===== src/verilog/huff_phase_pkg.sv =====
`default_nettype none

package huff_phase_pkg;

  localparam int unsigned phase_w = 3;

  // controller phases in the order they are visited
  // idle -> clear -> count -> scan -> done -> clear ...
  typedef enum logic [phase_w-1:0] {
    ph_idle  = 3'd0,
    ph_clear = 3'd1,
    ph_count = 3'd2,
    ph_scan  = 3'd3,
    ph_done  = 3'd4
  } phase_t;

endpackage

`default_nettype wire


===== src/verilog/phase_controller.sv =====
`default_nettype none

module phase_controller (
  input  logic                   hwclk,
  input  logic                   reset_i,
  input  logic                   start_i,
  input  logic                   clear_done_i,
  input  logic                   eof_seen_i,
  input  logic                   scan_done_i,
  output huff_phase_pkg::phase_t phase_o,
  output logic                   finished_o
);
  import huff_phase_pkg::*;

  phase_t phase_d;

  always_comb begin
    phase_d = phase_o;
    case (phase_o)
      // start is only honoured when no run is in flight
      ph_idle, ph_done: begin
        if (start_i) begin
          phase_d = ph_clear;
        end
      end
      ph_clear: begin
        if (clear_done_i) begin
          phase_d = ph_count;
        end
      end
      ph_count: begin
        if (eof_seen_i) begin
          phase_d = ph_scan;
        end
      end
      ph_scan: begin
        if (scan_done_i) begin
          phase_d = ph_done;
        end
      end
      default: begin
        phase_d = ph_idle;
      end
    endcase
  end

  // finished follows the next phase so it lines up with ph_done exactly
  always_ff @(posedge hwclk) begin
    if (reset_i) begin
      phase_o    <= ph_idle;
      finished_o <= 1'b0;
    end else begin
      phase_o    <= phase_d;
      finished_o <= (phase_d == ph_done);
    end
  end

endmodule

`default_nettype wire

===== config.mk =====
export PLATFORM = sky130hd
export DESIGN_NAME = phase_controller
export DESIGN_NICKNAME = d
export VERILOG_FILES = /design/src/verilog/huff_phase_pkg.sv /design/src/verilog/phase_controller.sv
export SDC_FILE = /design/constraint.sdc
export NUM_CORES = 1
export LEC_CHECK = 0
export BUFFER_PORTS_ARGS = -buffer_cell sky130_fd_sc_hd__buf_2
export CELL_PAD_IN_SITES_DETAIL_PLACEMENT = 1
export CELL_PAD_IN_SITES_GLOBAL_PLACEMENT = 1
export CORE_AREA = 2 2 39 41
export CTS_CLUSTER_DIAMETER = 30
export DETAILED_ROUTE_END_ITERATION = 8
export DIE_AREA = 0 0 41 43
export PLACE_DENSITY_LB_ADDON = 0.1
export REMOVE_ABC_BUFFERS = 1
export SLEW_MARGIN = 10
export SYNTH_ARGS = -nofsm -noshare
export SYNTH_HDL_FRONTEND = slang
export SYNTH_SLANG_ARGS = --single-unit

===== constraint.sdc =====
create_clock -name hwclk -period 1.7 [get_ports hwclk]
set_clock_uncertainty 0.15 [all_clocks]
set_input_delay 0.255 -clock hwclk [delete_from_list [all_inputs] [get_ports hwclk]]
set_output_delay 0.255 -clock hwclk [all_outputs]
set_load 0.05 [all_outputs]

### Yosys cells after proc, flatten, opt, wreduce, memory -nomap -nowiden

Cells that the tools add are included.

| storage, ports and cells | value |
|---|---|
| input bits | 6 |
| register bits | 4 |
| output and inout bits | 4 |

| cells by class | value |
|---|---|
| reductions and logical operators | 2 |
| equal/unequal tests | 5 |
| muxes and demuxes | 5 |

Operators by type and width:

| kind | number |
|---|---|
| 3-bit 2-to-1 mux | 4 |
| 3-bit one-hot mux with 4 select lines | 1 |
| 3-bit by 2-bit equality test with 1-bit output (second input constant) | 2 |
| 3-bit equality test (second input constant) | 2 |
| 3-bit by 1-bit equality test with 1-bit output (second input constant) | 1 |
| 3-bit zero test | 1 |
| 2-bit OR reduction | 1 |

### Longest topological paths before layout

| logic depth | value |
|---|---|
| depth in word-level cells | 4 |
| depth in mapped cells | 3 |

### Worst setup path before layout

No wires, ideal clock.

| timing | value |
|---|---|
| kind | register -> register |
| start point | reg phase_o[0] |
| end point | reg phase_o[0] |
| cell stages (with the launch flop) | 4 |
| data required time | 1.471 ns |
| arrival | 1.201 ns |
| slack | 0.269 ns |
| library setup time | 0.079 ns |
| period minus slack after synthesis | 1.431 ns |
| cells stage by stage | dfxtp_1 -> nor2b_2 -> nand3_1 -> a211oi_2 |

| on the way | value |
|---|---|
| cells in the longest elaborated chain, start to end | 3 |
| elaborated cells on any way between the ends | 11 |
| classes of those cells | eq/ne (4); mux (5); reduce/logical (2) |

Ends and longest elaborated chain:

| what | line | source |
|---|---|---|
| start, declared | phase_controller.sv:10 | `output huff_phase_pkg::phase_t phase_o,` |
| start signal, assigned | phase_controller.sv:50 | `phase_o <= ph_idle;` |
| start signal, assigned | phase_controller.sv:53 | `phase_o <= phase_d;` |
| 3-bit equality test / 3-bit zero test (equally long branches) | phase_controller.sv:19 | `case (phase_o)` |
| 2-bit OR reduction | phase_controller.sv:19 |  |
| 3-bit one-hot mux with 4 select lines (*) | phase_controller.sv:19 |  |

Mark *: on every way between the ends. The rest lies on a longest branch, timed or not.
A chain may end at the register's enable or synchronous reset.

### Worst setup path after layout

| timing | value |
|---|---|
| start point | reg phase_o[1] |
| end point | out phase_o[1] |

No word-level cell between the ends.

==> impl_metrics.prom <==
# TYPE chip_impl_metric gauge
chip_impl_metric{name="die_area",unit="um^2"} 1760
chip_impl_metric{name="required",unit="ns"} 1.29
chip_impl_metric{name="synth.ff_latch_count",unit=""} 4
chip_impl_metric{name="fin_ws",unit="ns"} 0.304
chip_impl_info{name="layout.cells.most_common_list",value="9 x sky130_fd_sc_hd__buf_2, 4 x sky130_fd_sc_hd__dfxtp_1, 3 x sky130_fd_sc_hd__nor2_1, 3 x sky130_fd_sc_hd__clkbuf_4, 2 x sky130_fd_sc_hd__a21oi_1"} 1
chip_impl_metric{name="grt_max_degree",unit=""} 10
chip_impl_metric{name="globalRouteOverflowTotal",unit=""} 0
chip_impl_metric{name="cts_resized",unit=""} 0
chip_impl_metric{name="num_rows",unit=""} 14
chip_impl_metric{name="syn-cell-area",unit="um^2"} 184
chip_impl_metric{name="layout-area-overhead-vs-synth",unit="%"} 47.6
chip_impl_metric{name="number_of_ports_placed_on_the_die_boundary",unit=""} 10
chip_impl_metric{name="clk-insertion-delay-late",unit="ns"} 0.23
chip_impl_metric{name="cellLeakagePower",unit="nW"} 0.123
chip_impl_metric{name="cts-hold-fix-buffers",unit=""} 0
chip_impl_metric{name="report.final.hold_viol_count",unit=""} 0
chip_impl_metric{name="route.detailed.wl_per_inst",unit="um"} 10.5
chip_impl_metric{name="worst_slew_margin_rel",unit="%"} 82.4
chip_impl_metric{name="final_period_demand_of_the_worst_path",unit="ns"} 1.40
chip_impl_metric{name="synth-compound-area-share",unit="%"} 15.6
chip_impl_metric{name="nets",unit=""} 40
chip_impl_metric{name="slew_violations",unit=""} 0
chip_impl_metric{name="num_antenna_cells",unit=""} 0
chip_impl_metric{name="placement.io_buffers",unit=""} 9
chip_impl_metric{name="dp_worst_setup_slack",unit="ns"} 0.536
chip_impl_metric{name="post-layout-total-power",unit="W"} 0.000273
chip_impl_metric{name="max-vdd-ir-drop",unit="V"} 0.000342
chip_impl_metric{name="detailedPlacementHpwl",unit="um"} 402
chip_impl_metric{name="post_cts.repair.setup_buffers",unit=""} 0
chip_impl_metric{name="grt_usage",unit="%"} 6.51
chip_impl_metric{name="cts_buffer_count",unit=""} 3
chip_impl_metric{name="synth_seq_area_share",unit="%"} 43.5
chip_impl_metric{name="setup-tns-final",unit="ns"} 0
chip_impl_info{name="main_combinational_cell_family_by_area_after_synthesis",value="simple AND/OR/NAND/NOR gates"} 1
chip_impl_metric{name="post_synth_num_cell_types",unit=""} 14
chip_impl_info{name="worstSetupEndpointType",value="output pin"} 1
chip_impl_metric{name="worstMarginPinSlew",unit="ns"} 0.261
chip_impl_metric{name="drt.antenna.violating_nets",unit=""} 0
chip_impl_metric{name="finalWirelength",unit="um"} 506
chip_impl_metric{name="yosys.area_share.xor_xnor",unit="%"} 0
chip_impl_metric{name="gpl_wtd_cong",unit=""} 0.542
chip_impl_info{name="rsz0062_at_grt",value="no"} 1
chip_impl_info{name="crit_chain",value="buf_2"} 1
chip_impl_metric{name="die_width",unit="um"} 41
chip_impl_metric{name="cap_viol_max_count",unit=""} 0
chip_impl_metric{name="design.core.area",unit="um^2"} 1380
chip_impl_metric{name="synthSimpleGateAreaFrac",unit="%"} 40.8
chip_impl_metric{name="num-fill-cells",unit=""} 174
chip_impl_metric{name="chipHeight",unit="um"} 43
chip_impl_metric{name="synthesis.instances",unit=""} 20
chip_impl_metric{name="dr.pass1.iters",unit=""} 2
chip_impl_metric{name="cp.buffers_inverters",unit=""} 1
chip_impl_metric{name="number_of_clock_sinks",unit=""} 4
chip_impl_metric{name="ys_warn_count",unit=""} 0
chip_impl_metric{name="initial_antenna_violation_count",unit=""} 0
chip_impl_metric{name="achievable-frequency",unit="MHz"} 716
chip_impl_metric{name="power_density",unit="nW/um^2"} 1010
chip_impl_metric{name="proportion_of_synthesized_area_in_mux_cells",unit="%"} 0
chip_impl_metric{name="report.final.setup_viol",unit=""} 0
chip_impl_metric{name="grt_pass1_vias",unit=""} 171
chip_impl_metric{name="post-route-period-util",unit="%"} 82.1
chip_impl_info{name="critPathKind",value="register to output pin"} 1
chip_impl_info{name="worst_hold_path_type",value="input port to register"} 1
chip_impl_metric{name="cp_data_arrival_time",unit="ns"} 0.99
chip_impl_info{name="critPathSlowestCell",value="sky130_fd_sc_hd__dfxtp_1"} 1
chip_impl_metric{name="clk_transition_reported_paths",unit="ns"} 0.04
chip_impl_metric{name="drcViolationCount",unit=""} 0
chip_impl_metric{name="vias_per_cell",unit=""} 4.02
chip_impl_metric{name="ctsHtreeMaxLevel",unit=""} 1
chip_impl_metric{name="post_synth_fa_ha_maj_area_fraction",unit="%"} 0
chip_impl_info{name="status",value="finished, final reports clean"} 1
chip_impl_metric{name="dr_total_vias",unit=""} 193
chip_impl_metric{name="syn_avg_cell_area",unit="um^2"} 9.20
chip_impl_metric{name="critPathMaxStageDelay",unit="ns"} 0.45
chip_impl_metric{name="path_max_fanout",unit=""} 9
chip_impl_info{name="worstSetupStartpointType",value="register"} 1
chip_impl_info{name="mostFrequentLayoutCell",value="sky130_fd_sc_hd__buf_2"} 1
chip_impl_metric{name="clock_tree.buffer_depth",unit=""} 2
chip_impl_metric{name="global_route_wire_length_before_repair",unit="um"} 717
chip_impl_info{name="cts_tree",value="yes"} 1
chip_impl_metric{name="starting_density_of_the_core",unit="%"} 13.3
chip_impl_info{name="worst_path_dominant_cell_family",value="flip-flops"} 1
chip_impl_metric{name="layout-drive-gt1-share",unit="%"} 43.8
chip_impl_info{name="clock-root-buffer",value="sky130_fd_sc_hd__clkbuf_4"} 1
chip_impl_metric{name="drtIter0Drc",unit=""} 1
path summary, 6_finish.rpt:
kind,startpoint,endpoint,slack (ns),cells past startpoint
worst min register to register,phase_o[2],phase_o[1],0.39,1
worst max register to register,phase_o[0],phase_o[0],0.54,3
worst min-delay path,reset_i,phase_o[0],0.1,2
worst max-delay path,phase_o[1],phase_o[1],0.30,1
layout make-up:
type	count	area, um^2	area share (%)
timing repair buffer	9	45.0	16.6
clock buffer	3	22.5	8.29
sequential	4	80.1	29.5
tap	16	20.0	7.37
multi-input combinational	16	104	38.2
metrics by stage:
| step | cells | hold slack, ns | util (%) | instance area, um^2 |
|---|---|---|---|---|
| 3_5_place_dp | 45 | 0.339 | 18.0 | 249 |
| 4_1_cts | 48 | 0.0896 | 19.6 | 272 |
| 2_1_floorplan | 20 | 0.170 | - | 184 |
| 5_1_grt | 48 | 0.0944 | 19.6 | 272 |
| 6_report | 48 | 0.0978 | 19.6 | 272 |
| 3_3_place_gp | 45 | 0.335 | 18.0 | 249 |
metal layers:
metal	global-route usage [%]	vias to the layer above	part of all wire (%)
met5	0	-	0
met4	6.00	0	0.99
met3	3.14	2	11
met2	7.19	7	41
met1	8.63	85	46
li1	-	99	-
where the power goes:
group,total (W),switching (W),internal [W]
Sequential,0.000107,0.00000802,0.0000992
Clock,0.000117,0.0000383,0.0000790
Combinational,0.0000483,0.0000310,0.0000173
logic make-up after synthesis:
| family | Yosys count |
|---|---|
| AND/OR/NAND/NOR | 12 |
| flip-flops | 4 |
| AO/OA/AOI/OAI | 4 |
registers in the layout (all words and copies together) (netlist names):
signal,count
finished_o,1
phase_o,3
cell usage after synthesis:
cell type                  instances  share of area (%)
sky130_fd_sc_hd__a211oi_2          1                6.8
sky130_fd_sc_hd__nor2b_1           1                3.4
sky130_fd_sc_hd__nor2_1            3                6.1
sky130_fd_sc_hd__nand2_1           1                2.0
sky130_fd_sc_hd__and3_1            1                3.4
sky130_fd_sc_hd__nor4_1            1                3.4
sky130_fd_sc_hd__a31oi_1           1                3.4
sky130_fd_sc_hd__dfxtp_1           4                 44
sky130_fd_sc_hd__nand2b_1          1                3.4
sky130_fd_sc_hd__nor2b_2           1                4.8
sky130_fd_sc_hd__nand3_1           1                2.7
sky130_fd_sc_hd__a21oi_1           2                5.4
sky130_fd_sc_hd__and4bb_1          1                6.8
sky130_fd_sc_hd__nor4b_1           1                4.8
No activity file was read; power rests on OpenSTA's default activity.
