### src/verilog/huff_cfg_pkg.sv
`default_nettype none

package huff_cfg_pkg;

  // incoming chunk width, one character per pulse
  localparam int unsigned chunk_w = 7;

  // assembled byte and histogram index
  localparam int unsigned byte_w = 8;

  // one entry per byte value
  localparam int unsigned table_depth = 256;

  // per-entry count and running total
  localparam int unsigned count_w = 16;

  // room for the carry when the two least counts are added
  localparam int unsigned sum_w = count_w + 1;

  // end of file marker, never counted
  localparam logic [byte_w-1:0] eof_code = 8'h1A;

endpackage

`default_nettype wire

### src/verilog/huff_phase_pkg.sv
`default_nettype none

package huff_phase_pkg;

  localparam int unsigned phase_w = 3;

  // controller phases in the order they are visited
  // idle -> clear -> count -> scan -> done -> clear ...
  typedef enum logic [phase_w-1:0] {
    ph_idle  = 3'd0,
    ph_clear = 3'd1,
    ph_count = 3'd2,
    ph_scan  = 3'd3,
    ph_done  = 3'd4
  } phase_t;

endpackage

`default_nettype wire

### src/verilog/byte_packer.sv
`default_nettype none

module byte_packer (
  input  logic                             hwclk,
  input  logic                             reset_i,
  input  huff_phase_pkg::phase_t           phase_i,
  input  logic                             chunk_valid_i,
  input  logic [huff_cfg_pkg::chunk_w-1:0] chunk_i,
  output logic                             byte_valid_o,
  output logic [huff_cfg_pkg::byte_w-1:0]  byte_o,
  output logic [2:0]                       leftover_count_o
);
  import huff_cfg_pkg::*;
  import huff_phase_pkg::*;

  // leftover bits, right aligned, bits above cnt_q held at zero
  logic [chunk_w-1:0]   acc_q;
  logic [2:0]           cnt_q;
  logic [2*chunk_w-1:0] merged;
  logic [3:0]           fill;

  // new chunk lands just above the bits already held
  always_comb begin
    merged = {{chunk_w{1'b0}}, acc_q} | ({{chunk_w{1'b0}}, chunk_i} << cnt_q);
    fill   = {1'b0, cnt_q} + 4'(chunk_w);
  end

  // a byte is ready as soon as eight bits are available
  assign byte_valid_o     = chunk_valid_i & fill[3];
  assign byte_o           = merged[byte_w-1:0];
  assign leftover_count_o = cnt_q;

  always_ff @(posedge hwclk) begin
    if (reset_i || phase_i == ph_clear) begin
      acc_q <= '0;
      cnt_q <= '0;
    end else if (chunk_valid_i) begin
      if (fill[3]) begin
        // low byte leaves, the rest shifts down
        acc_q <= {1'b0, merged[2*chunk_w-1:byte_w]};
        cnt_q <= fill[2:0];
      end else begin
        acc_q <= merged[chunk_w-1:0];
        cnt_q <= fill[2:0];
      end
    end
  end

endmodule

`default_nettype wire

### config.mk
export PLATFORM = sky130hd
export DESIGN_NAME = byte_packer
export DESIGN_NICKNAME = d
export VERILOG_FILES = /design/src/verilog/huff_cfg_pkg.sv /design/src/verilog/huff_phase_pkg.sv /design/src/verilog/byte_packer.sv
export SDC_FILE = /design/constraint.sdc
export NUM_CORES = 1
export LEC_CHECK = 0
export ABC_AREA = 1
export BUFFER_PORTS_ARGS = -buffer_cell sky130_fd_sc_hd__buf_4
export CORE_MARGIN = 2
export CORE_UTILIZATION = 40
export CTS_BUF_LIST = sky130_fd_sc_hd__clkbuf_8
export CTS_CLUSTER_SIZE = 12
export DETAILED_ROUTE_END_ITERATION = 7
export GPL_ROUTABILITY_DRIVEN = 0
export PLACE_DENSITY = 0.62
export SLEW_MARGIN = 40
export SYNTH_ARGS = -nofsm -noshare
export SYNTH_HDL_FRONTEND = slang
export SYNTH_SLANG_ARGS = --single-unit
### constraint.sdc
create_clock -name hwclk -period 1.3 [get_ports hwclk]
set_input_delay 0 -clock hwclk [delete_from_list [all_inputs] [get_ports hwclk]]
set_output_delay 0 -clock hwclk [all_outputs]
set_load 0.05 [all_outputs]
# ---- Word-level counts from Yosys, hierarchy flattened
# Cells that the tools add are included.
dict set report word_totals {
  ff_bits 10
  input_bits 13
  output_inout_bits 12
  elab_cells 9
}
dict set report classes {
  bitwise 2
  addsub 1
  muxes 1
  reduce_logical 1
  n_eq_ne 1
  n_shift 1
}
# op n
set ops {}
lappend ops {{7-bit by 14-bit OR with 14-bit output} 1}
lappend ops {{7-bit by 3-bit << shifter with 14-bit output} 1}
lappend ops {{7-bit 2-to-1 mux} 1}
lappend ops {{3-bit by 3-bit adder with 4-bit output, second input constant} 1}
lappend ops {{3-bit by 1-bit equality test with 1-bit output, second input constant} 1}
lappend ops {{1-bit bitwise AND} 1}
lappend ops {{1-bit logical OR} 1}

# ---- Longest topological paths before layout
# Gate-level depths: netlist of run 1.
dict set report depth {
  word_depth 3
  mapped_depth 7
  depth_no_buf 7
}

# ---- Worst setup path before layout of run 1
# No wires, ideal clock.
dict set report synth_timing {
  path_type {register to output}
  from {register cnt_q[0] (netlist: leftover_count_o[0])}
  to {output port byte_o[7] (netlist name)}
  arrival_time_ps 2191
  path_stages_with_launch 6
  path_buffers 1
  required_ps 1300
  slack_ps -891
  cell_sequence {dfxtp_1 > buf_6 > nand2_1 > nand3_1 > nand2_2 > o21ai_0}
}
dict set report synth_via {
  elab_chain_cells 2
}
# item line_no
set synth_lines {}
lappend synth_lines {{start, declared} byte_packer.sv:18} ;# logic [2:0] cnt_q;
lappend synth_lines {{start signal, assigned} byte_packer.sv:41} ;# cnt_q <= fill[2:0];
lappend synth_lines {{start signal, assigned} byte_packer.sv:44} ;# cnt_q <= fill[2:0];
lappend synth_lines {{7-bit by 3-bit << shifter with 14-bit output} byte_packer.sv:24} ;# merged = {{chunk_w{1'b0}}, acc_q} | ({{chunk_w{1'b0}}, chunk_i} << cnt_q);
lappend synth_lines {{7-bit by 14-bit OR with 14-bit output} byte_packer.sv:24}
lappend synth_lines {{end, declared} byte_packer.sv:10} ;# output logic [huff_cfg_pkg::byte_w-1:0] byte_o,
# No other way between the ends.

# ---- Final worst setup path of run 1
dict set report layout_timing {
  from {register cnt_q[0] (netlist: leftover_count_o[0])}
  to {output port byte_o[6] (netlist name)}
}
# The elaborated chain is that of the path after synthesis.

==> impl_metrics.tcl, run 1 <==
set metrics [dict create \
    status "finished with violations" \
    violations "setup timing" \
    clock_latency_ns 0.24 \
    synth-seq-cells 10 \
    grtUsageMet2_pct 32.9 \
    totalWireLength_um 2470 \
    drive_gt1_share_pct 46.5 \
    cts_sinks 10 \
    syn_area_um2 817 \
    hold_slack_ns 0.109 \
    grt_start_max_net_pins 16 \
    setup_viol 3 \
    num_rows 16 \
    ir_worst_vdd_mv 0.786 \
    internal_power_mw 0.865 \
    final_cells 186 \
    grt_pass1_vias 888 \
    slew_viol_final 0 \
    firstDrtPassIters 4 \
    grt_pass1_wl_um 3940 \
    min_period_ns 1.34 \
    n_antenna_cell 0 \
    slew-limit-headroom_pct 82.0 \
    nets 174 \
    fin_setup_tns_ns -0.0477 \
    ys_warn_count 0 \
    vias_per_cell 5.23 \
    core_um2 1940 \
    use_met3_pct 3.68 \
    hold_viol_final 0 \
    hold_path.class "in -> reg" \
    power.density_nw_per_um2 1170 \
    clock.fmax_ghz 0.746 \
    skew_ns 0.0102 \
    cts_tree "yes" \
    fin_ws_ns -0.0398 \
    seqPwrFrac_pct 23.8 \
    wl_per_cell_um 13.3 \
    required_ns 1.30 \
    rsz0062_at_grt "true" \
    grt_use_met1_pct 27.7 \
    yosysUniqueCellTypes 27 \
    cp.arrival_ns 1.34 \
    worstSetupEndpointType "output port" \
    synth.area.mux_share_pct 0 \
    cts_buffer_depth 2 \
    die_w_um 49.2 \
    dp_hpwl_um 1730 \
    postCtsHoldBufs 0 \
    gr-total-overflow 0 \
    synthAdderAreaFrac_pct 1.53 \
    swShare_pct 43.0 \
    cts_made_buffers 3 \
    p_leak_nw 0.633 \
    cts_root_buf "clkbuf_8" \
    synthFlopType "dfxtp_1" \
    antenna_found_initial 0 \
    synth-simple-area-share_pct 40.1 \
    drt_first_iter_violations 29 \
    synthCells 124 \
    path_class "reg -> out" \
    dp_cells 174 \
    switching_power_mw 0.654 \
    yosysSeqAreaShare_pct 24.5 \
    area_delta_synth_final_pct 59.6 \
    async_reset_ff_share_pct 0 \
    clk_pin_slew_ns 0.05 \
    post-route-drc-count 0 \
    io_pins 25 \
    worst-path-max-fanout 8 \
    syn_avg_cell_area_um2 6.59 \
    dieArea_um2 2420 \
    initial_utilization_pct 42.1 \
    p_comb_share_pct 54.4 \
    utilization_pct 67.1 \
    min_period_over_period_pct 103 \
    syn_nets 138 \
    cap_violations 0 \
    synth_top_family_by_area "simple AND/OR/NAND/NOR gates" \
    port_buffers 24 \
    cp-start-kind "register" \
    synth-xor-area-share_pct 0 \
    die_h_um 49.2 \
    num_vias 972 \
    total_power_mw 1.52 \
    h-tree-depth 1 \
    tightest_slew_ns 0.267 \
    ant_nets 0 \
    busiest_layer "met2" \
    synth_edf_count 0 \
    synth-compound-area-share_pct 22.2 \
    pwr-share-clk_pct 21.8 \
    grtUsageTotal_pct 20.8 \
]
## cell usage in the layout, fill, tap and decap left out
cell type   netlist  final
inv_1            12     12
o21ai_0          10      8
nand2_1          32     26
nand2_4           0      4
a21oi_2           1      2
ha_1              1      1
dfxtp_1          10      7
nand3_4           0      2
inv_4             0      2
o211ai_1          1      1
nand3_2           3      7
clkbuf_8          0      3
dfxtp_4           0      3
nor2_2            1      1
a21o_1            1      1
nor3_4            1      1
nor2_1            6      6
nand2_2           3      5
nand3_1          20     14
o211ai_4          0      1
a211oi_2          1      1
a21oi_1           7      6
or2_2             1      1
nand3b_1          1      1
a21boi_2          1      1
o21ai_1           0      1
buf_8             0      3
o21ai_2           0      1
a31oi_1           1      1
buf_6             2      9
clkinvlp_4        0      2
buf_4             2     23
o21bai_4          1      2
## critical path, stage by stage (launching register included)
cell      delay (ns)
dfxtp_4         0.38
buf_8           0.15
nand2_4         0.06
nand3_4         0.07
nand2_4         0.07
o211ai_4        0.19
buf_6           0.18
## flip-flops by register name, summed over array words and instances, names as in the netlist
name	count
acc_q	7
leftover_count_o	3
## Yosys cell counts, drive strengths merged, types with 2 or more instances
cell | instances | area (um2)
nand2 | 35 | 139
nand3 | 23 | 130
inv | 14 | 52.6
dfxtp | 10 | 200
o21ai | 10 | 50.1
a21oi | 8 | 43.8
nor2 | 7 | 28.8
buf | 5 | 42.5
o211ai | 2 | 20.0
o21bai | 2 | 30.0
## cell type report
type | count | area, um2
clock buffer | 3 | 41.3
clock inverter | 1 | 3.75
fill | 175 | 638
inverter | 14 | 61.3
multi-input combinational | 95 | 626
sequential | 10 | 211
tap | 27 | 33.8
timing repair buffer | 35 | 319
timing repair inverter | 1 | 7.51
## stage by stage
step | setup slack (ns) | area [um2]
detailed placement | 0.0516 | 1090
finish | -0.0398 | 1300
global route | -0.0874 | 1300
floorplan | -0.120 | 888
CTS | -0.0333 | 1230
global placement | 0.0472 | 1090
## final timing paths
kind	startpoint	endpoint	slack, ns	cells after the start
setup / recovery	leftover_count_o[0]	byte_o[6]	-0.04	6
hold / removal	chunk_valid_i	leftover_count_o[0]	0.11	3
setup reg to reg	leftover_count_o[0]	acc_q[1]	0.04	7
hold reg to reg	acc_q[1]	acc_q[1]	0.51	2
## kinds of logic after synthesis
logic type,after synthesis
AOI/OAI and AO/OA,26
DFF,10
buffers and inverters,19
and+or+nand+nor,68
adders and majority gates,1
## routing by layer
metal	vias to the layer above	routed length (um)	part of all wire, %
met4	0	46	1.9
met2	49	1200	48
met3	8	230	9.3
met1	431	995	40
met5	-	0	0
li1	484	-	-
## timing repair
action | 4_1_cts | 5_1_grt
gates cloned | 1 | 0
pin swaps | 2 | 6
endpoints found under the setup margin | 8 | 10
resized for setup | 11 | 19
setup buffers | 7 | 0
## power by group through the flow
stage               clock [mW]  sequential [mW]  combinational [mW]
floorplan                    0            0.388               0.493
global placement             0            0.367               0.683
detailed placement           0            0.368               0.686
CTS                      0.338            0.361               0.765
global route             0.351            0.366               0.880
finish                   0.331            0.362               0.827
Note: power is estimated with default switching activity, not from simulation.
==> run 2: changes to the inputs <==
--- a/config.mk
+++ b/config.mk
@@ -6,6 +6,7 @@
 export NUM_CORES = 1
 export LEC_CHECK = 0
 export ABC_AREA = 1
+export ABC_CLOCK_PERIOD_IN_PS = 1300
 export BUFFER_PORTS_ARGS = -buffer_cell sky130_fd_sc_hd__buf_4
 export CORE_MARGIN = 2
 export CORE_UTILIZATION = 40
@@ -13,7 +14,9 @@
 export CTS_CLUSTER_SIZE = 12
 export DETAILED_ROUTE_END_ITERATION = 7
 export GPL_ROUTABILITY_DRIVEN = 0
+export MAX_ROUTING_LAYER = met4
 export PLACE_DENSITY = 0.62
+export SKIP_LAST_GASP = 1
 export SLEW_MARGIN = 40
 export SYNTH_ARGS = -nofsm -noshare
 export SYNTH_HDL_FRONTEND = slang
==> run 2 against run 1 <==
Effect of this change:
- the flow still finishes with violations (setup timing)
- worst setup slack lost 0.017 ns
- global-route usage grew 0.51 points
- highest routed layer unchanged
- die area is the same
- count of clock-buffer cells in the layout is the same
- core utilization shrank 0.26 points
- sequential power is essentially flat
- largest cell class unchanged
- register-to-register slack is essentially flat
- routed wire length shrank 0.12%
- clock power is essentially flat
- sequential cell count is the same
==> impl_metrics.tcl, run 2 (synthesis gave the netlist of run 1 again) <==
set metrics [dict create \
    slowest_delay_ns 0.38 \
    antenna_found_initial 0 \
    path_class "reg -> out" \
    fin_setup_tns_ns -0.0720 \
    highest_layer "met4" \
    num_rows 16 \
    rsz0062_at_grt "true" \
    whs_path_depth 3 \
    cp.arrival_ns 1.36 \
    clk_pin_slew_ns 0.05 \
    hold_viol_final 0 \
    violations "setup timing" \
    fin_ws_ns -0.0569 \
    area_delta_synth_final_pct 59.0 \
    path_common_cell "nand2_4" \
    hold_path.class "in -> reg" \
    utilization_pct 66.9 \
    nets 174 \
    cap_violations 0 \
    dp_hpwl_um 1730 \
    grtUsageTotal_pct 21.3 \
    required_ns 1.30 \
    die_w_um 49.2 \
    grt_pass1_vias 886 \
    cts_sinks 10 \
    io_pins 25 \
    power.density_nw_per_um2 1160 \
    cts_root_buf "clkbuf_8" \
    mostFrequentLayoutCell "nand2_1" \
    port_buffers 24 \
    clock_latency_ns 0.24 \
    status "finished with violations" \
    ant_nets 0 \
    postCtsHoldBufs 0 \
    skew_ns 0.00953 \
    final_cells 186 \
    h-tree-depth 1 \
    dpl_cell_area_um2 1090 \
    slew-limit-headroom_pct 81.6 \
    grt_start_max_net_pins 16 \
    setup_viol 4 \
    wl_met3_um 161 \
    drt_first_iter_violations 26 \
    totalWireLength_um 2470 \
    final_cell_area_um2 1300 \
    ir_worst_vdd_mv 0.784 \
    worst-path-max-fanout 8 \
    wl_met1_um 1040 \
    firstDrtPassIters 4 \
    initial_utilization_pct 42.1 \
    wl_per_cell_um 13.3 \
    post-route-drc-count 0 \
    die_h_um 49.2 \
    tightest_slew_ns 0.273 \
    gr-total-overflow 0 \
    p_leak_nw 0.631 \
    dieArea_um2 2420 \
    path_cells "buf_8, nand2_4, nand3_4, nand2_4, o211ai_4, buf_6" \
    grt_pass1_wl_um 3930 \
    num_vias 976 \
    slew_viol_final 0 \
    critPathSlowestCell "dfxtp_4" \
    clock.fmax_ghz 0.737 \
    dp_cells 174 \
    top_register "acc_q" \
    cts_tree "yes" \
    cp-start-kind "register" \
    min_period_ns 1.36 \
    largest_reg_flops 7 \
    min_period_over_period_pct 104 \
    cts_made_buffers 3 \
    n_antenna_cell 0 \
    cts_buffer_depth 2 \
    final_cell_mix "nand2_1 (26), buf_4 (25), nand3_1 (14)" \
    worstSetupEndpointType "output port" \
    drive_gt1_share_pct 47.2 \
    core_um2 1940 \
    vias_per_cell 5.25 \
    r2r_cells 7 \
    met2_length_um 1250 \
]
==> run 2: changes by cell type in the layout (fill, tap and decap cells not counted) <==
cell,delta
buf_6,-2
buf_4,+2
nor2_2,+1
nor2_1,-1
==> run 2: area by class of cell <==
class	count	area, um2
multi-input cells	95	628
flip-flops and latches	10	211
inverters	14	61.3
clock buffers	3	41.3
fillers	179	643
clock inverters	1	3.75
repair buffers	35	312
repair inverters	1	7.51
well taps	27	33.8
==> run 2: stage by stage <==
step	setup slack (ns)	total power, mW	hold WS, ns
6_report	-0.0569	1.51	0.110
3_5_place_dp	0.0516	1.05	0.352
2_1_floorplan	-0.120	0.881	0.204
3_3_place_gp	0.0472	1.05	0.343
5_1_grt	-0.0894	1.59	0.133
4_1_cts	-0.0483	1.46	0.102
==> run 2: path summary, 6_finish.rpt <==
kind | endpoint | startpoint | slack, ns
worst max-delay path | byte_o[6] | leftover_count_o[0] | -0.06
worst min-delay path | leftover_count_o[0] | chunk_valid_i | 0.11
worst min register to register | acc_q[1] | acc_q[1] | 0.51
worst max register to register | acc_q[1] | leftover_count_o[0] | 0.04
==> run 2: report_power, final <==
| part | internal, mW | leakage (nW) | switching, mW | total, mW |
|---|---|---|---|---|
| clock network | 0.207 | 0.0269 | 0.124 | 0.331 |
| registers | 0.335 | 0.0845 | 0.0271 | 0.362 |
| logic | 0.319 | 0.520 | 0.500 | 0.819 |
| total | 0.860 | 0.631 | 0.651 | 1.51 |
==> run 2: layer usage <==
metal  vias to the layer above  track usage [%]
li1                        483                -
met1                       455             27.7
met2                        36             32.9
met3                         2             3.37
met4                         0             8.57
met5                         -                -
==> run 2: critical path: cells and delay by family, from the launching register on <==
kind,cells,cell delay [ns]
flip-flops,1,0.38
buffers and inverters,2,0.33
AND/OR/NAND/NOR,3,0.21
AO/OA/AOI/OAI,1,0.20
==> run 2: repair_timing <==
item | in CTS | in global routing
gates cloned | 1 | 0
gates resized for setup | 10 | 19
pin swaps | 2 | 5
setup buffers | 7 | 0
setup endpoints to repair | 8 | 10
