===== src/verilog/huff_cfg_pkg.sv =====
`default_nettype none

package huff_cfg_pkg;

  // incoming chunk width, one character per pulse
  localparam int unsigned chunk_w = 7;

  // assembled byte and histogram index
  localparam int unsigned byte_w = 8;

  // one entry per byte value
  localparam int unsigned table_depth = 256;

  // per-entry count and running total
  localparam int unsigned count_w = 16;

  // room for the carry when the two least counts are added
  localparam int unsigned sum_w = count_w + 1;

  // end of file marker, never counted
  localparam logic [byte_w-1:0] eof_code = 8'h1A;

endpackage

`default_nettype wire


===== src/verilog/huff_phase_pkg.sv =====
`default_nettype none

package huff_phase_pkg;

  localparam int unsigned phase_w = 3;

  // controller phases in the order they are visited
  // idle -> clear -> count -> scan -> done -> clear ...
  typedef enum logic [phase_w-1:0] {
    ph_idle  = 3'd0,
    ph_clear = 3'd1,
    ph_count = 3'd2,
    ph_scan  = 3'd3,
    ph_done  = 3'd4
  } phase_t;

endpackage

`default_nettype wire


===== src/verilog/least_value_finder.sv =====
`default_nettype none

module least_value_finder (
  input  logic                             hwclk,
  input  logic                             reset_i,
  input  huff_phase_pkg::phase_t           phase_i,
  input  logic [huff_cfg_pkg::count_w-1:0] scan_count_i,
  output logic [huff_cfg_pkg::byte_w-1:0]  scan_addr_o,
  output logic [huff_cfg_pkg::byte_w-1:0]  least1_idx_o,
  output logic [huff_cfg_pkg::byte_w-1:0]  least2_idx_o,
  output logic [huff_cfg_pkg::count_w-1:0] least1_count_o,
  output logic [huff_cfg_pkg::count_w-1:0] least2_count_o,
  output logic [huff_cfg_pkg::sum_w-1:0]   sum_o,
  output logic [1:0]                       found_o,
  output logic                             scan_done_o
);
  import huff_cfg_pkg::*;
  import huff_phase_pkg::*;

  // one extra bit so the walk can sit one past the last index
  logic [byte_w:0] step_q;
  logic            scanning;
  logic            hit;
  logic            below1;
  logic            below2;

  assign scan_addr_o = step_q[byte_w-1:0];
  assign scanning    = (phase_i == ph_scan) && (step_q < table_depth);
  assign scan_done_o = (phase_i == ph_scan) && (step_q == table_depth);

  // zero entries are not characters of the file
  assign hit = scanning && (scan_count_i != '0);

  // strict compares, an equal count at a later index never wins
  assign below1 = (found_o == 2'd0) || (scan_count_i < least1_count_o);
  assign below2 = (found_o != 2'd2) || (scan_count_i < least2_count_o);

  assign sum_o = sum_w'(least1_count_o) + sum_w'(least2_count_o);

  always_ff @(posedge hwclk) begin
    if (reset_i || phase_i != ph_scan) begin
      step_q <= '0;
    end else if (scanning) begin
      step_q <= step_q + 1'b1;
    end
  end

  // results stay put after the scan until the next clear
  always_ff @(posedge hwclk) begin
    if (reset_i || phase_i == ph_clear) begin
      least1_idx_o   <= '0;
      least2_idx_o   <= '0;
      least1_count_o <= '0;
      least2_count_o <= '0;
      found_o        <= '0;
    end else if (hit) begin
      if (found_o != 2'd2) begin
        found_o <= found_o + 1'b1;
      end
      if (below1) begin
        // previous smallest drops to second place
        least2_idx_o   <= least1_idx_o;
        least2_count_o <= least1_count_o;
        least1_idx_o   <= scan_addr_o;
        least1_count_o <= scan_count_i;
      end else if (below2) begin
        least2_idx_o   <= scan_addr_o;
        least2_count_o <= scan_count_i;
      end
    end
  end

endmodule

`default_nettype wire


===== config.mk =====
export PLATFORM = sky130hd
export DESIGN_NAME = least_value_finder
export DESIGN_NICKNAME = d
export VERILOG_FILES = /design/src/verilog/huff_cfg_pkg.sv /design/src/verilog/huff_phase_pkg.sv /design/src/verilog/least_value_finder.sv
export SDC_FILE = /design/constraint.sdc
export NUM_CORES = 1
export LEC_CHECK = 0
export ABC_AREA = 0
export BUFFER_PORTS_ARGS = -buffer_cell sky130_fd_sc_hd__buf_4
export CAP_MARGIN = 10
export CORE_ASPECT_RATIO = 1.25
export CORE_MARGIN = 4
export CORE_UTILIZATION = 50
export CTS_CLUSTER_DIAMETER = 40
export DETAILED_ROUTE_END_ITERATION = 10
export PLACE_DENSITY = 0.79
export SLEW_MARGIN = 20
export SYNTH_ARGS = -nofsm -noshare
export SYNTH_HDL_FRONTEND = slang
export SYNTH_SLANG_ARGS = --single-unit

===== constraint.sdc =====
create_clock -name hwclk -period 2.2 [get_ports hwclk]
set_input_delay 0.33 -clock hwclk [delete_from_list [all_inputs] [get_ports hwclk]]
set_output_delay 0.33 -clock hwclk [all_outputs]
set_load 0.005 [all_outputs]

# Yosys cells after proc, flatten, opt, wreduce, memory -nomap -nowiden
# Index checks and enable logic that the tools add are counted.
[classes]
reduce_logical = 13
addsub = 3
mux = 4
order_cmp = 3
eq_ne = 5
[ops]
columns = ["op", "n"]
rows = [
  ["$lt 16x16->1", 2],
  ["$mux 16", 2],
  ["$add 16x16->17", 1],
  ["$mux 8", 2],
  ["$reduce_bool 16->1", 1],
  ["$add 9x1->9 const B", 1],
  ["$eq 9x9->1 const B", 1],
  ["$lt 9x9->1 const B", 1],
  ["$reduce_and 2->1", 3],
  ["$logic_or 1x1->1", 4],
  ["$eq 3x1->1 const B", 1],
  ["$eq 3x2->1 const B", 1],
  ["$logic_and 1x1->1", 3],
  ["$ne 3x2->1 const B", 1],
  ["$add 2x1->2 const B", 1],
  ["$logic_not 2->1", 1],
  ["$ne 2x2->1 const B", 1],
  ["$reduce_bool 2->1", 1],
]
[totals]
out_inout_bits = 76
reg_bits = 59
word_cells = 34
input_bits = 21

# Logic depth before layout (Yosys ltp)
# Gate-level depths: netlist of the first run.
[depth]
ltp_word = 4
depth_mapped = 10
mapped_depth_nobuf = 8

# Worst setup path before layout of the first run
# No wires, ideal clock.
[synth_timing]
path_kind = "register to register"
start = "register least2_count_o[10] in the netlist's numbering"
end = "register least2_count_o[1] in the netlist's numbering"
t_required_ps = 2054
n_path_buf = 1
stages_incl_launch_ff = 10
setup_time_ps = 146
setup_slack_ps = -231
synth_period_minus_slack_ps = 2431
arrival_time_ps = 2284
cell_sequence = "dfxtp_1 inv_1 ha_1 nand3_1 or4_1 o21a_1 a211o_1 buf_2 a211oi_1 a211oi_2"
[synth_between]
elab_chain_len = 4
[synth_rtl]
columns = ["element", "line_no", "rtl"]
rows = [
  ["from (decl)", "least_value_finder.sv:12", "output logic [huff_cfg_pkg::count_w-1:0] least2_count_o,"],
  ["from (signal assigned)", "least_value_finder.sv:63", "least2_count_o <= least1_count_o;"],
  ["from (signal assigned)", "least_value_finder.sv:68", "least2_count_o <= scan_count_i;"],
  ["$lt 16x16->1", "least_value_finder.sv:36", "assign below2 = (found_o != 2'd2) || (scan_count_i < least2_count_o);"],
  ["$logic_or 1x1->1", "least_value_finder.sv:36", ""],
  ["$reduce_bool 2->1 (no line)", "--", ""],
  ["$reduce_and 2->1 (no line)", "--", ""],
]
# No other way between the ends.
# A chain may end at the register's enable or synchronous reset.

# Worst setup path after layout of the first run
[layout_timing]
start = "register least1_count_o[5] in the netlist's numbering"
end = "register least1_count_o[5] in the netlist's numbering"
[layout_between]
elab_chain_len = 3
[layout_rtl]
columns = ["element", "line_no", "rtl"]
rows = [
  ["from (decl)", "least_value_finder.sv:11", "output logic [huff_cfg_pkg::count_w-1:0] least1_count_o,"],
  ["from (signal assigned)", "least_value_finder.sv:65", "least1_count_o <= scan_count_i;"],
  ["$lt 16x16->1", "least_value_finder.sv:35", "assign below1 = (found_o == 2'd0) || (scan_count_i < least1_count_o);"],
  ["$logic_or 1x1->1", "least_value_finder.sv:35", ""],
  ["$reduce_and 2->1 (no line)", "--", ""],
]
# No other way between the ends.

==> out/summary.md, run 1 <==
The run finished, with violations left. The final reports fail on negative setup slack. The number of clock buffers added by TritonCTS is 9. The tree is rooted in a clkbuf_8. Summing all placed instances gives a cell area of 5839 um2. The signal on the critical path passes through inv_1 > ha_4 > nand4_1 > nor4_4 > a32oi_4 > a32o_2 > buf_12 > buf_8 > buf_16 > mux2i_1 > nor2_1. Synthesis inferred 59 register bits. The run gives 746 as the post-layout net count. Leaving out fill and tap cells, the most frequent cell in the layout is buf_4. The mean routed wirelength per cell was 26.53 um; the post-detailed-route DRC marker count was 0. The maximum number of pins on one net before global-route repair is 31, and the share of synthesized registers carrying an async set or reset is 0%. Setup repair after global routing could not meet its margin everywhere. Class of the tightest hold or removal check: in -> reg. The worst ir drop on vdd came out at 0.4033 mV.

The top achievable clock speed is 351.7 MHz, and the global-route usage over all layers is 34.56%. The clock passes through at most 2 buffers. The setup path with the least slack is of type reg -> reg.

The overall die area is 10,130 um2, and the via count is 5,230. The count of buffers added on input and output ports is 96. The initial antenna violation count is 0, and the distinct cell type count after synthesis is 50. The mapped netlist covers 4289 um2. Headroom to the max-slew limit came out at 49.20%. The tools report the nature of the critical path endpoint as a flip-flop. Clock-pin slew was measured on the worst setup and hold paths at 0.09 ns. In this run the count of I/O pins placed on the die edge is 97.

Counting every instance in the synthesized netlist gives 476. The final-report setup violation count is 61. The via count of the first global-routing pass was 5,281. The tools report the global-route wire length before repair as 28,000 um.

The final number of max-transition violations is 0. Worst setup slack after layout: -0.6435 ns. For the number of non-filler instances in the completed layout, the log shows 776.

The antenna cell count is 0. In the layout the commonest cells are buf_4, mux2i_1, nor2_1, a211oi_2, dfxtp_1. Setup total negative slack: -28.90 ns. The clock reaches the later pin of the worst-skew pair after 0.37 ns. The clock period minus final worst setup slack came out at 2.843 ns.

Along the worst path, the maximum fanout reaches 5. At the worst endpoint, the arrival time is 3.09 ns. Yosys printed 0 warnings. The first detailed-routing pass ran for 5 iterations. The worst setup path is launched from a flip-flop.

The total overflow left after global routing is 0. The tightest hold path in the finished design has a slack of 0.3543 ns. The die boundary width came out at 90.84 um. In the synthesized netlist the dominant register cell turns out to be dfxtp_1.

Summed over all cells, the static leakage comes to 2.988 nW. In this run, synthesis inferred 0 flip-flops with an integrated enable. The number of placed instances, taps included, is 731.

In the final layout, the share of cells above drive strength 1 is 56.11%. For the post-detailed-routing wire length, the log shows 20,590 um. Once the floorplan was initialized, standard cells occupied 51.76% of the core. In this run the vertical extent of the chip is 111.6 um. The tools report the count of final hold-check violations as 0. The tools report the number of nets in the synthesized netlist as 548.

The core region is 8287 um2. Sequential cells were found to cover 27.54% of the synthesized design area. The congestion estimate from routability-driven global placement came to 0.9693.

The H-tree generated during clock tree synthesis spans 3 levels. The required arrival time at the worst endpoint was 2.45 ns. The final setup skew is 0.02066 ns, and the growth of design area from synthesis to finish is 68.32%. Max-cap violations in this run came to 0. The transition time at the pin with the least slew margin was 0.7620 ns.

For the number of routed nets with antenna violations, the log shows 0. For the clock sink count, the log shows 59. The kind of cell with the highest combined delay on the critical path is simple AND/OR/NAND/NOR gates.

Once detailed placement completed, the half-perimeter wirelength came to 9894 um. The number of buffers and inverters on the critical path is 4. After layout, the worst path uses 129.2% of the clock period.

Fill cells in the final layout number 341. The slowest stage of the critical path belongs to the cell nor4_4. After routing the design area is 7219 um2.

Using the TritonRoute via totals, the vias-per-cell ratio works out to 6.740. The number of design-rule violations left by the first detailed-router iteration is 503. The post-synthesis average cell area is 9.011 um2. The delay of the slowest cell on the worst path works out to 0.43 ns.

TritonCTS built the clock tree. Dividing total power by cell area gives a power density of 481.8 nW/um2. The cell row count came out at 37.
-- cells by family after synthesis --
| family | share of synthesized area (%) |
|---|---|
| flops | 27.54 |
| xor+xnor | 4.084 |
| buf+inv | 7.613 |
| compound gates | 21.76 |
| fa+ha+maj | 15.05 |
| mux | 11.44 |
| simple gates | 12.51 |
-- report_power, final --
| part | leakage [nW] | internal, mW | switching [mW] | total [mW] |
|---|---|---|---|---|
| Sequential | 0.494 | 1.12 | 0.0701 | 1.19 |
| Clock | 0.0991 | 0.548 | 0.471 | 1.02 |
| Combinational | 2.39 | 0.632 | 0.640 | 1.27 |
| Total | 2.99 | 2.30 | 1.18 | 3.48 |
-- synthesized netlist by cell type, types with 2 or more instances --
cell type	instances	area (um2)
xnor2_1	10	87.58
and3_1	4	25.02
buf_2	3	15.01
mux2i_1	49	490.5
nand2_1	16	60.06
or4_1	2	15.01
nand4_1	5	31.28
a21oi_1	18	90.09
inv_1	40	150.1
nand3_1	7	35.03
nor4_1	8	50.05
o311a_1	2	20.02
o21a_1	4	30.03
a211oi_2	20	250.2
o21bai_1	4	30.03
buf_6	2	22.52
a211oi_1	31	232.7
o21ai_0	15	75.07
nor4b_1	3	26.28
buf_4	13	97.59
clkbuf_1	11	41.29
ha_1	50	625.6
nor3_1	6	30.03
a31oi_1	3	18.77
a21o_1	7	52.55
nor2_1	47	176.4
nand2b_1	5	31.28
a2111o_1	2	22.52
dfxtp_1	59	1181
xor2_1	10	87.58
-- worst min-delay path, cell delays in order --
cell and delay (ns):
buf_4 0.10, buf_4 0.11, mux2i_1 0.06, nor2_1 0.08
-- flip-flops by register name, summed over array words and instances (netlist names) --
name and count:
found_o 2, least1_count_o 16, least1_idx_o 8, least2_count_o 16
least2_idx_o 8, step_q 9
-- stage by stage --
step	setup slack (ns)	power, mW	util (%)
finish	-0.6435	3.478	87.12
global route	-0.7810	3.571	87.12
CTS	-0.3950	3.241	83.29
detailed placement	-0.3931	2.097	70.47
global placement	-0.3156	2.063	70.47
floorplan	-0.1622	1.660	-
-- area by class of cell --
cell class                      instances  area (um2)  area share (%)
Multi-Input combinational cell        352        3672           50.87
Timing Repair Buffer                  212        1834           25.41
Sequential cell                        59        1240           17.18
Inverter                               40       157.7           2.184
Clock buffer                           11       141.4           1.958
Tap cell                               97       121.4           1.681
Clock inverter                          5       52.55          0.7279
-- path summary, 6_finish.rpt --
kind / slack [ns] / end / from / cells past startpoint
max: -0.64 / least1_count_o[5] / least1_count_o[5] / 11
min: 0.35 / least1_count_o[4] / scan_count_i[4] / 4
max reg2reg: -0.64 / least1_count_o[5] / least1_count_o[5] / 11
min reg2reg: 0.55 / least1_idx_o[2] / least1_idx_o[2] / 2
-- what timing repair did --
item / in CTS / in global routing
hold buffers: 0 / 0
setup buffers: 16 / 12
setup endpoints to repair: 61 / 61
hold endpoints to repair: 0 / 0
gates resized for setup: 116 / 77
gates cloned: 10 / 0
pin swaps: 34 / 45
-- routing by layer --
layer | routed length (um) | GRT usage [%]
met5 | 0 | 0
met1 | 7239 | 37.47
met2 | 9850 | 61.36
met4 | 1903 | 20.82
met3 | 1594 | 7.230
(Power assumes the default switching activity.)
==> inputs of run 2 (changes only) <==
--- a/config.mk
+++ b/config.mk
@@ -8,7 +8,7 @@
 export ABC_AREA = 0
 export BUFFER_PORTS_ARGS = -buffer_cell sky130_fd_sc_hd__buf_4
 export CAP_MARGIN = 10
-export CORE_ASPECT_RATIO = 1.25
+export CORE_ASPECT_RATIO = 1.2
 export CORE_MARGIN = 4
 export CORE_UTILIZATION = 50
 export CTS_CLUSTER_DIAMETER = 40
==> run 2 against run 1 <==
The run still ends with negative setup slack left. Via count increased by 5.7%. Final cell count rose by 3.5%. Sequential cell count unchanged. Sequential power about the same. Global-route usage grew 0.89 points. Maximum frequency decreased by 5.5%. Non-clock buffer count rose by 10. Hold slack gained 0.0078 ns. Largest power group unchanged. Combinational power grew 10%. Die area about the same. Critical endpoint is now least2_count_o[11].
==> out/summary.md, run 2 (synthesized netlist as in run 1, its figures left out) <==
The worst register-to-register path ends at least2_count_o[11]. For the maximum number of pins on one net before global-route repair, the log shows 51 (+65%). The clock sink count was 59 (unchanged); the initial core utilization was 52.03% (+0.27 points). Fraction of met1 tracks used by global routing: 37.40% (-0.074 points). Counting stages on the worst path, the most repeated cell is buf_6. Post-detailed-route DRC marker count: 0 (unchanged).

The number of design-rule violations left by the first detailed-router iteration was 705 (+40%). Clock period minus final worst setup slack: 3.008 ns (+0.1643 ns). The clock transition at the registers of the reported paths is 0.08 ns (about the same), and the antenna cell count is 0 (unchanged). The worst-case reg-to-reg path depth is 11 (unchanged), and the relative slew slack is 47.94% (-1.3 points). The routability congestion estimate from global placement was 0.9298 (-4.1%); the post-route cell area was 7436 um2 (+3.0%). The largest driver fanout on the critical path came out at 13 (+8). The destination of the worst hold path was least1_count_o[4]. The count of final hold-check violations was 0 (unchanged).

After global routing, the most crowded layer is met2. The total iterations of the first detailed-routing run was 6 (+1); the growth of design area from synthesis to finish was 73.37%. Setup repair after global routing could not meet its margin everywhere. The final reports fail on negative setup slack. Maximum buffer depth of the clock tree: 2 (unchanged). The period utilization is 136.7% (+7.5 points).

The tools report the via count as 5,529 (+5.7%). In this run the critical register-to-register path is launched from least1_count_o[12]. The cell row count is 36 (-2.7%), and the required arrival time at the worst endpoint is 2.42 ns (-0.03 ns).

For the number of non-filler instances in the completed layout, the log shows 803 (+3.5%). The via count of the first global-routing pass was 5,241 (-0.76%). The transition time at the pin with the least slew margin came out at 0.7809 ns (+0.01887 ns).

The die boundary width is 92.55 um (+1.9%), and the global-route met3 utilization is 6.708% (-0.52 points). The count of input and output buffers works out to 96 (unchanged). The setup slack on the worst flop-to-flop path is -0.81 ns (-0.16 ns), and the initial antenna violation count is 2 (+2). The tools report the placed standard-cell area as 5893 um2 (+0.92%). Leaving out fill and tap cells, the most frequent cell in the layout is buf_4.

The post-placement cell count was 753 (+3.0%); the half-perimeter wire length after placement was 10,230 um (+3.4%). The overall die height works out to 109.5 um (-1.9%). The largest registers in the layout are least1_count_o x16, least2_count_o x16, step_q x9. The global-route wire length before repair came out at 27,820 um (-0.64%).

The run finished, with violations left. Mean routed wirelength per cell: 29.73 um (+12%). The startpoint identified for the worst hold timing path is scan_count_i[4]. The delay of the slowest cell on the worst path was 0.55 ns (+0.12 ns); the core region area was 8243 um2 (-0.53%).

The latest clock arrival within the worst-skew pair came out at 0.37 ns (about the same). The final number of max-transition violations is 0 (unchanged), and the total leakage power is 3.085 nW (+3.2%). For the top achievable clock speed, the log shows 332.5 MHz (-5.5%). The number of cells on the worst hold path works out to 3 (-1). The run gives 3 (unchanged) as the maximum level of the CTS H-tree. STA classifies the critical path endpoint as a flip-flop. The overall die area was 10,130 um2 (about the same).

The data arrival time of the critical path was 3.22 ns (+0.13 ns); the final setup skew was 0.01937 ns (-0.001292 ns). Leaving out fill and tap cells, the most frequent cells in the layout are buf_4, nor2_1, mux2i_1, dfxtp_1, a211oi_2. The number of routed nets with antenna violations was 0 (unchanged). The tools report the worst setup slack after layout as -0.8078 ns (-0.1643 ns). The total power density per cell area was 521.4 nW/um2 (+8.2%). The highest-delay cell along the critical path was mux2i_1.

The post-layout net count was 756 (+1.3%). The global-route usage over all layers is 35.44% (+0.89 points), and the met2 global-route usage is 63.82% (+2.5 points). The logs give 0 (unchanged) for the global-route congestion overflow total and 61 (unchanged) for the final-report setup violation count. Hold slack: 0.3621 ns (+0.007813 ns). The layout cell share with drive strength beyond 1 works out to 58.93% (+2.8 points). The tree is rooted in a clkbuf_8. The post-detailed-routing wire length is 23,880 um (+16%), and the number of clock buffers inserted by TritonCTS is 9 (unchanged). The tools report the I/O pin total as 97 (unchanged). The tightest min-delay check is of the in -> reg type.

The type of the worst setup path was reg -> reg. TritonCTS built the clock tree. Walking the worst path, the cells encountered are inv_2 > ha_4 > nand4_1 > buf_6 > nor4_4 > a32oi_4 > buf_6 > a21oi_4 > buf_12 > mux2i_1 > a211oi_2.

The worst ir drop on vdd was 0.6994 mV (+73%). The run gives 0 (unchanged) as the count of max-cap constraint violations. The worst setup path is launched from a flip-flop.

The via-per-instance ratio works out to 6.885 (+2.2%).
==> run 2: cell types whose count changed in the layout (fill, tap and decap cells not counted), sizes merged <==
cell / before / now
buf: 212 / 219
clkinv: 3 / 0
bufbuf: 0 / 2
bufinv: 1 / 3
clkbuf: 11 / 13
==> run 2: cell type report <==
class                   instances  area, um2
repair buffers                222       1911
multi-input cells             352       3745
flip-flops and latches         59       1240
clock buffers                  12      145.1
inverters                      40      155.1
clock inverters                 4      97.59
fillers                       327      807.0
well taps                     114      142.6
==> run 2: metal layers <==
metal,up-vias,part of all wire [%]
li1,2150,-
met5,-,0.14
met2,554,44
met3,261,12
met4,4,12
met1,2560,32
==> run 2: worst max path at each step <==
stage	slack (ns)	endpoint	startpoint	cells past startpoint
4_1_cts	-0.41	sum_o[14]	least2_count_o[0]	9
6_report	-0.81	least2_count_o[11]	least1_count_o[12]	11
2_1_floorplan	-0.16	least2_count_o[10]	least2_count_o[10]	9
5_1_grt	-0.84	least2_count_o[11]	least1_count_o[15]	11
3_3_place_gp	-0.32	least2_count_o[15]	scan_count_i[10]	8
3_5_place_dp	-0.41	least2_idx_o[2]	scan_count_i[10]	8
==> run 2: timing repair <==
item,in CTS,in global routing
setup buffers,13,18
hold buffers,0,0
resized for setup,92,116
endpoints found under the setup margin,61,61
cloned,9,2
endpoints found under the hold margin,0,0
pin swaps,36,39
==> run 2: critical path: cells and delay by family (launching register included) <==
| kind | cells | cell delay (ns) |
|---|---|---|
| AO/OA/AOI/OAI | 3 | 0.63 |
| multiplexers | 1 | 0.55 |
| buffers and inverters | 4 | 0.62 |
| AND/OR/NAND/NOR | 2 | 0.43 |
| adder cells (fa/ha/maj) | 1 | 0.27 |
| flip-flops | 1 | 0.36 |
==> run 2: metrics by stage <==
stage / TNS, ns / worst slack (ns) / util, % / power (mW)
2_1_floorplan: -3.338 / -0.1622 / - / 1.660
3_3_place_gp: -13.31 / -0.3219 / 71.49 / 2.059
3_5_place_dp: -17.76 / -0.4072 / 71.49 / 2.098
4_1_cts: -15.14 / -0.4110 / 82.77 / 3.470
5_1_grt: -28.33 / -0.8355 / 90.21 / 3.949
6_report: -25.63 / -0.8078 / 90.21 / 3.877
==> run 2: where the power goes <==
part | switching (mW) | internal (mW) | total (mW)
clock | 0.497 | 0.785 | 1.28
sequential | 0.0764 | 1.12 | 1.19
combinational | 0.716 | 0.687 | 1.40
==> inputs of run 3 (changes only) <==
--- a/config.mk
+++ b/config.mk
@@ -13,7 +13,9 @@
 export CORE_UTILIZATION = 50
 export CTS_CLUSTER_DIAMETER = 40
 export DETAILED_ROUTE_END_ITERATION = 10
+export GPL_TIMING_DRIVEN = 0
 export PLACE_DENSITY = 0.79
+export REMOVE_ABC_BUFFERS = 1
 export SLEW_MARGIN = 20
 export SYNTH_ARGS = -nofsm -noshare
 export SYNTH_HDL_FRONTEND = slang
==> run 3 against run 2 <==
The run still ends with negative setup slack left. Global-route usage down 3.6 points. Register-to-register slack improved by 0.26 ns. Non-clock buffer count is 69 lower. Maximum frequency is 9.5% higher. Routed wire length decreased by 20%. Clock skew down 0.0046 ns. Combinational power decreased by 17%. Sequential power hardly changed. Critical path type unchanged. Largest cell class unchanged.
==> out/summary.md, run 3 (synthesized netlist as in run 1, its figures left out) <==
The number of buffer and inverter stages on the critical path works out to 3 (-1). The setup total negative slack was -26.39 ns (-0.7603 ns); the antenna cell count was 0 (unchanged). Maximum buffer depth of the clock tree: 2 (unchanged).

The final number of max-transition violations came out at 0 (unchanged). The via-per-instance ratio is 6.699 (-2.7%). The type of the worst setup path is reg -> reg.

The I/O pin total came out at 97 (unchanged). The logs give 8243 um2 (unchanged) for the core region area and 31.85% (-3.6 points) for the global-route usage over all layers. The critical path goes through inv_4 > ha_4 > nand4_1 > nor4_4 > a32oi_4 > a21oi_4 > buf_6 > buf_8 > mux2i_1 > a211oi_2. The tools report the initial antenna violation count as 0 (-2).

The worst setup slack after layout was -0.5459 ns (+0.2618 ns); the total power density per cell area was 515.0 nW/um2 (-1.2%). The count of final hold-check violations is 0 (unchanged), and the mean routed wirelength per cell is 25.67 um (-14%). In the layout the commonest cells are buf_4, nor2_1, a211oi_2, mux2i_1, dfxtp_1.

The overall die area came out at 10,130 um2 (unchanged). Setup repair after global routing could not meet its margin everywhere. The count of input and output buffers works out to 96 (unchanged). The final setup skew is 0.01476 ns (-0.004608 ns).

The total iterations of the first detailed-routing run was 5 (-1). The final-report setup violation count was 63 (+3.3%); the combined flip-flop and latch cell area was 1262 um2 (+1.8%). The die boundary width came out at 92.55 um (unchanged). The largest registers in the layout are least1_count_o x16, least2_count_o x16, step_q x9. The tools report the sequential fraction of design power as 33.7% (+2.9 points). Most common library cell in the layout ignoring fill and taps: buf_4.

TritonCTS built the clock tree. The transition time at the pin with the least slew margin is 0.8322 ns (+0.05132 ns). The class of the tightest hold or removal check is in -> reg. The total leakage power is 2.645 nW (-14%), and the post-placement cell count is 658 (-13%).

The routability congestion estimate from global placement came out at 0.8339 (-10%). The tools report the post-detailed-route DRC marker count as 0 (unchanged). In this design, the largest share of critical-path delay is due to simple AND/OR/NAND/NOR gates. For the top achievable clock speed, the log shows 364.2 MHz (+9.5%). The maximum number of pins on one net before global-route repair is 51 (unchanged).

The data arrival time of the critical path is 2.95 ns (-0.27 ns). The nature of the critical path endpoint was a flip-flop. The overall die height was 109.5 um (unchanged); the largest driver fanout on the critical path was 6 (-7). The count of max-cap constraint violations was 0 (unchanged); the latest clock arrival within the worst-skew pair was 0.37 ns (about the same).

The tools report the hold slack as 0.2782 ns (-0.08394 ns). The highest-delay cell along the critical path was dfxtp_4. The switching part of the total power is 33.00% (-0.24 points), and the net switching power is 1.165 mW (-9.6%).

CTS placed an instance of clkbuf_8 at the clock tree root. The via count was 4,971 (-10%). STA classifies the critical path startpoint as a flip-flop. Clock sink count: 59 (unchanged). The run gives 742 (-7.6%) as the number of non-filler instances in the completed layout. The worst ir drop on vdd was 0.4407 mV (-37%). The final reports fail on negative setup slack. The run gives 9 (unchanged) as the number of clock buffers inserted by TritonCTS.

The growth of design area from synthesis to finish was 59.86%; the global-route wire length before repair was 24,990 um (-10%). The tools report the internal power of the cells as 2.366 mW (-8.6%). The logs give 2.40 ns (-0.02 ns) for the required arrival time at the worst endpoint and 19,050 um (-20%) for the post-detailed-routing wire length. The number of design-rule violations left by the first detailed-router iteration is 511 (-28%), and the proportion of power drawn by combinational gates is 32.8% (-3.4 points). Layout cell share with drive strength beyond 1: 54.94% (-4.0 points).

The number of fill cells is 431 (+32%). The clock transition at the registers of the reported paths came out at 0.08 ns (about the same). The delay of the slowest cell on the worst path was 0.40 ns (-0.15 ns).

The combined area of the multi-input logic cells is 3775 um2 (+0.80%), and the maximum level of the CTS H-tree is 3 (unchanged). The run gives 36 (unchanged) as the cell row count. Global-route congestion overflow total: 0 (unchanged). For the half-perimeter wire length after placement, the log shows 8148 um (-20%). For the relative slew slack, the log shows 43.93% (-4.0 points). Clock period minus final worst setup slack: 2.746 ns (-0.2618 ns). The logs give 0 (unchanged) for the number of routed nets with antenna violations and 0 (unchanged) for the hold buffer count at cts. The logs give -0.9118 ns (-0.5046 ns) for the worst-case setup slack after placement and 695 (-8.1%) for the post-layout net count. The run gives 52.03% (unchanged) as the initial core utilization. The tools report the via count of the first global-routing pass as 4,670 (-11%). Period utilization: 124.8% (-12 points).

The flow ran to the end, but the final reports show violations. The portion of total power attributed to the clock network came out at 33.5% (+0.4 points).
run 3: routing by layer:
| layer | GRT usage (%) | vias up | wire, um |
|---|---|---|---|
| li1 | - | 2070 | - |
| met1 | 35.22 | 2331 | 6699 |
| met2 | 52.67 | 427 | 8842 |
| met3 | 8.693 | 143 | 2063 |
| met4 | 23.14 | 0 | 1439 |
| met5 | 0 | - | 0 |
run 3: worst min-delay path, cell delays in order:
cell     delay [ns]
buf_4          0.12
mux2i_1        0.07
nor2_1         0.07
run 3: power by group through the flow:
stage                     logic, mW  clock network, mW  registers, mW
after detailed placement      0.716                  0           1.20
after floorplan               0.418                  0           1.19
after global placement        0.683                  0           1.19
final                          1.16               1.18           1.19
after global routing           1.21               1.23           1.19
after CTS                     0.904               1.15           1.17
run 3: worst paths after layout:
path / startpoint / endpoint / slack [ns] / depth (start not counted)
worst min-delay path: scan_count_i[3] / least1_count_o[3] / 0.28 / 3
worst max-delay path: least1_count_o[5] / least2_count_o[4] / -0.55 / 10
worst max register to register: least1_count_o[5] / least2_count_o[4] / -0.55 / 10
worst min register to register: least1_idx_o[5] / least1_idx_o[5] / 0.54 / 2
run 3: stage by stage:
stage / util [%] / total power [mW] / area (um2)
2_1_floorplan: - / 1.606 / 4113
3_3_place_gp: 60.37 / 1.878 / 4976
3_5_place_dp: 61.08 / 1.913 / 5035
4_1_cts: 74.64 / 3.229 / 6152
5_1_grt: 83.18 / 3.632 / 6857
6_report: 83.18 / 3.531 / 6857
run 3: layout make-up:
cell class              count  share of cell area (%)
clock buffers              12                   2.263
clock inverters             4                   1.058
inverters                  40                   2.391
multi-input cells         360                   55.05
flip-flops and latches     59                   18.41
well taps                 114                   2.080
repair buffers            153                   18.74
run 3: what timing repair did:
item	in CTS	in global routing
cloned	12	2
resized for setup	114	115
setup buffers	32	23
pin swaps	36	35
endpoints found under the setup margin	61	61
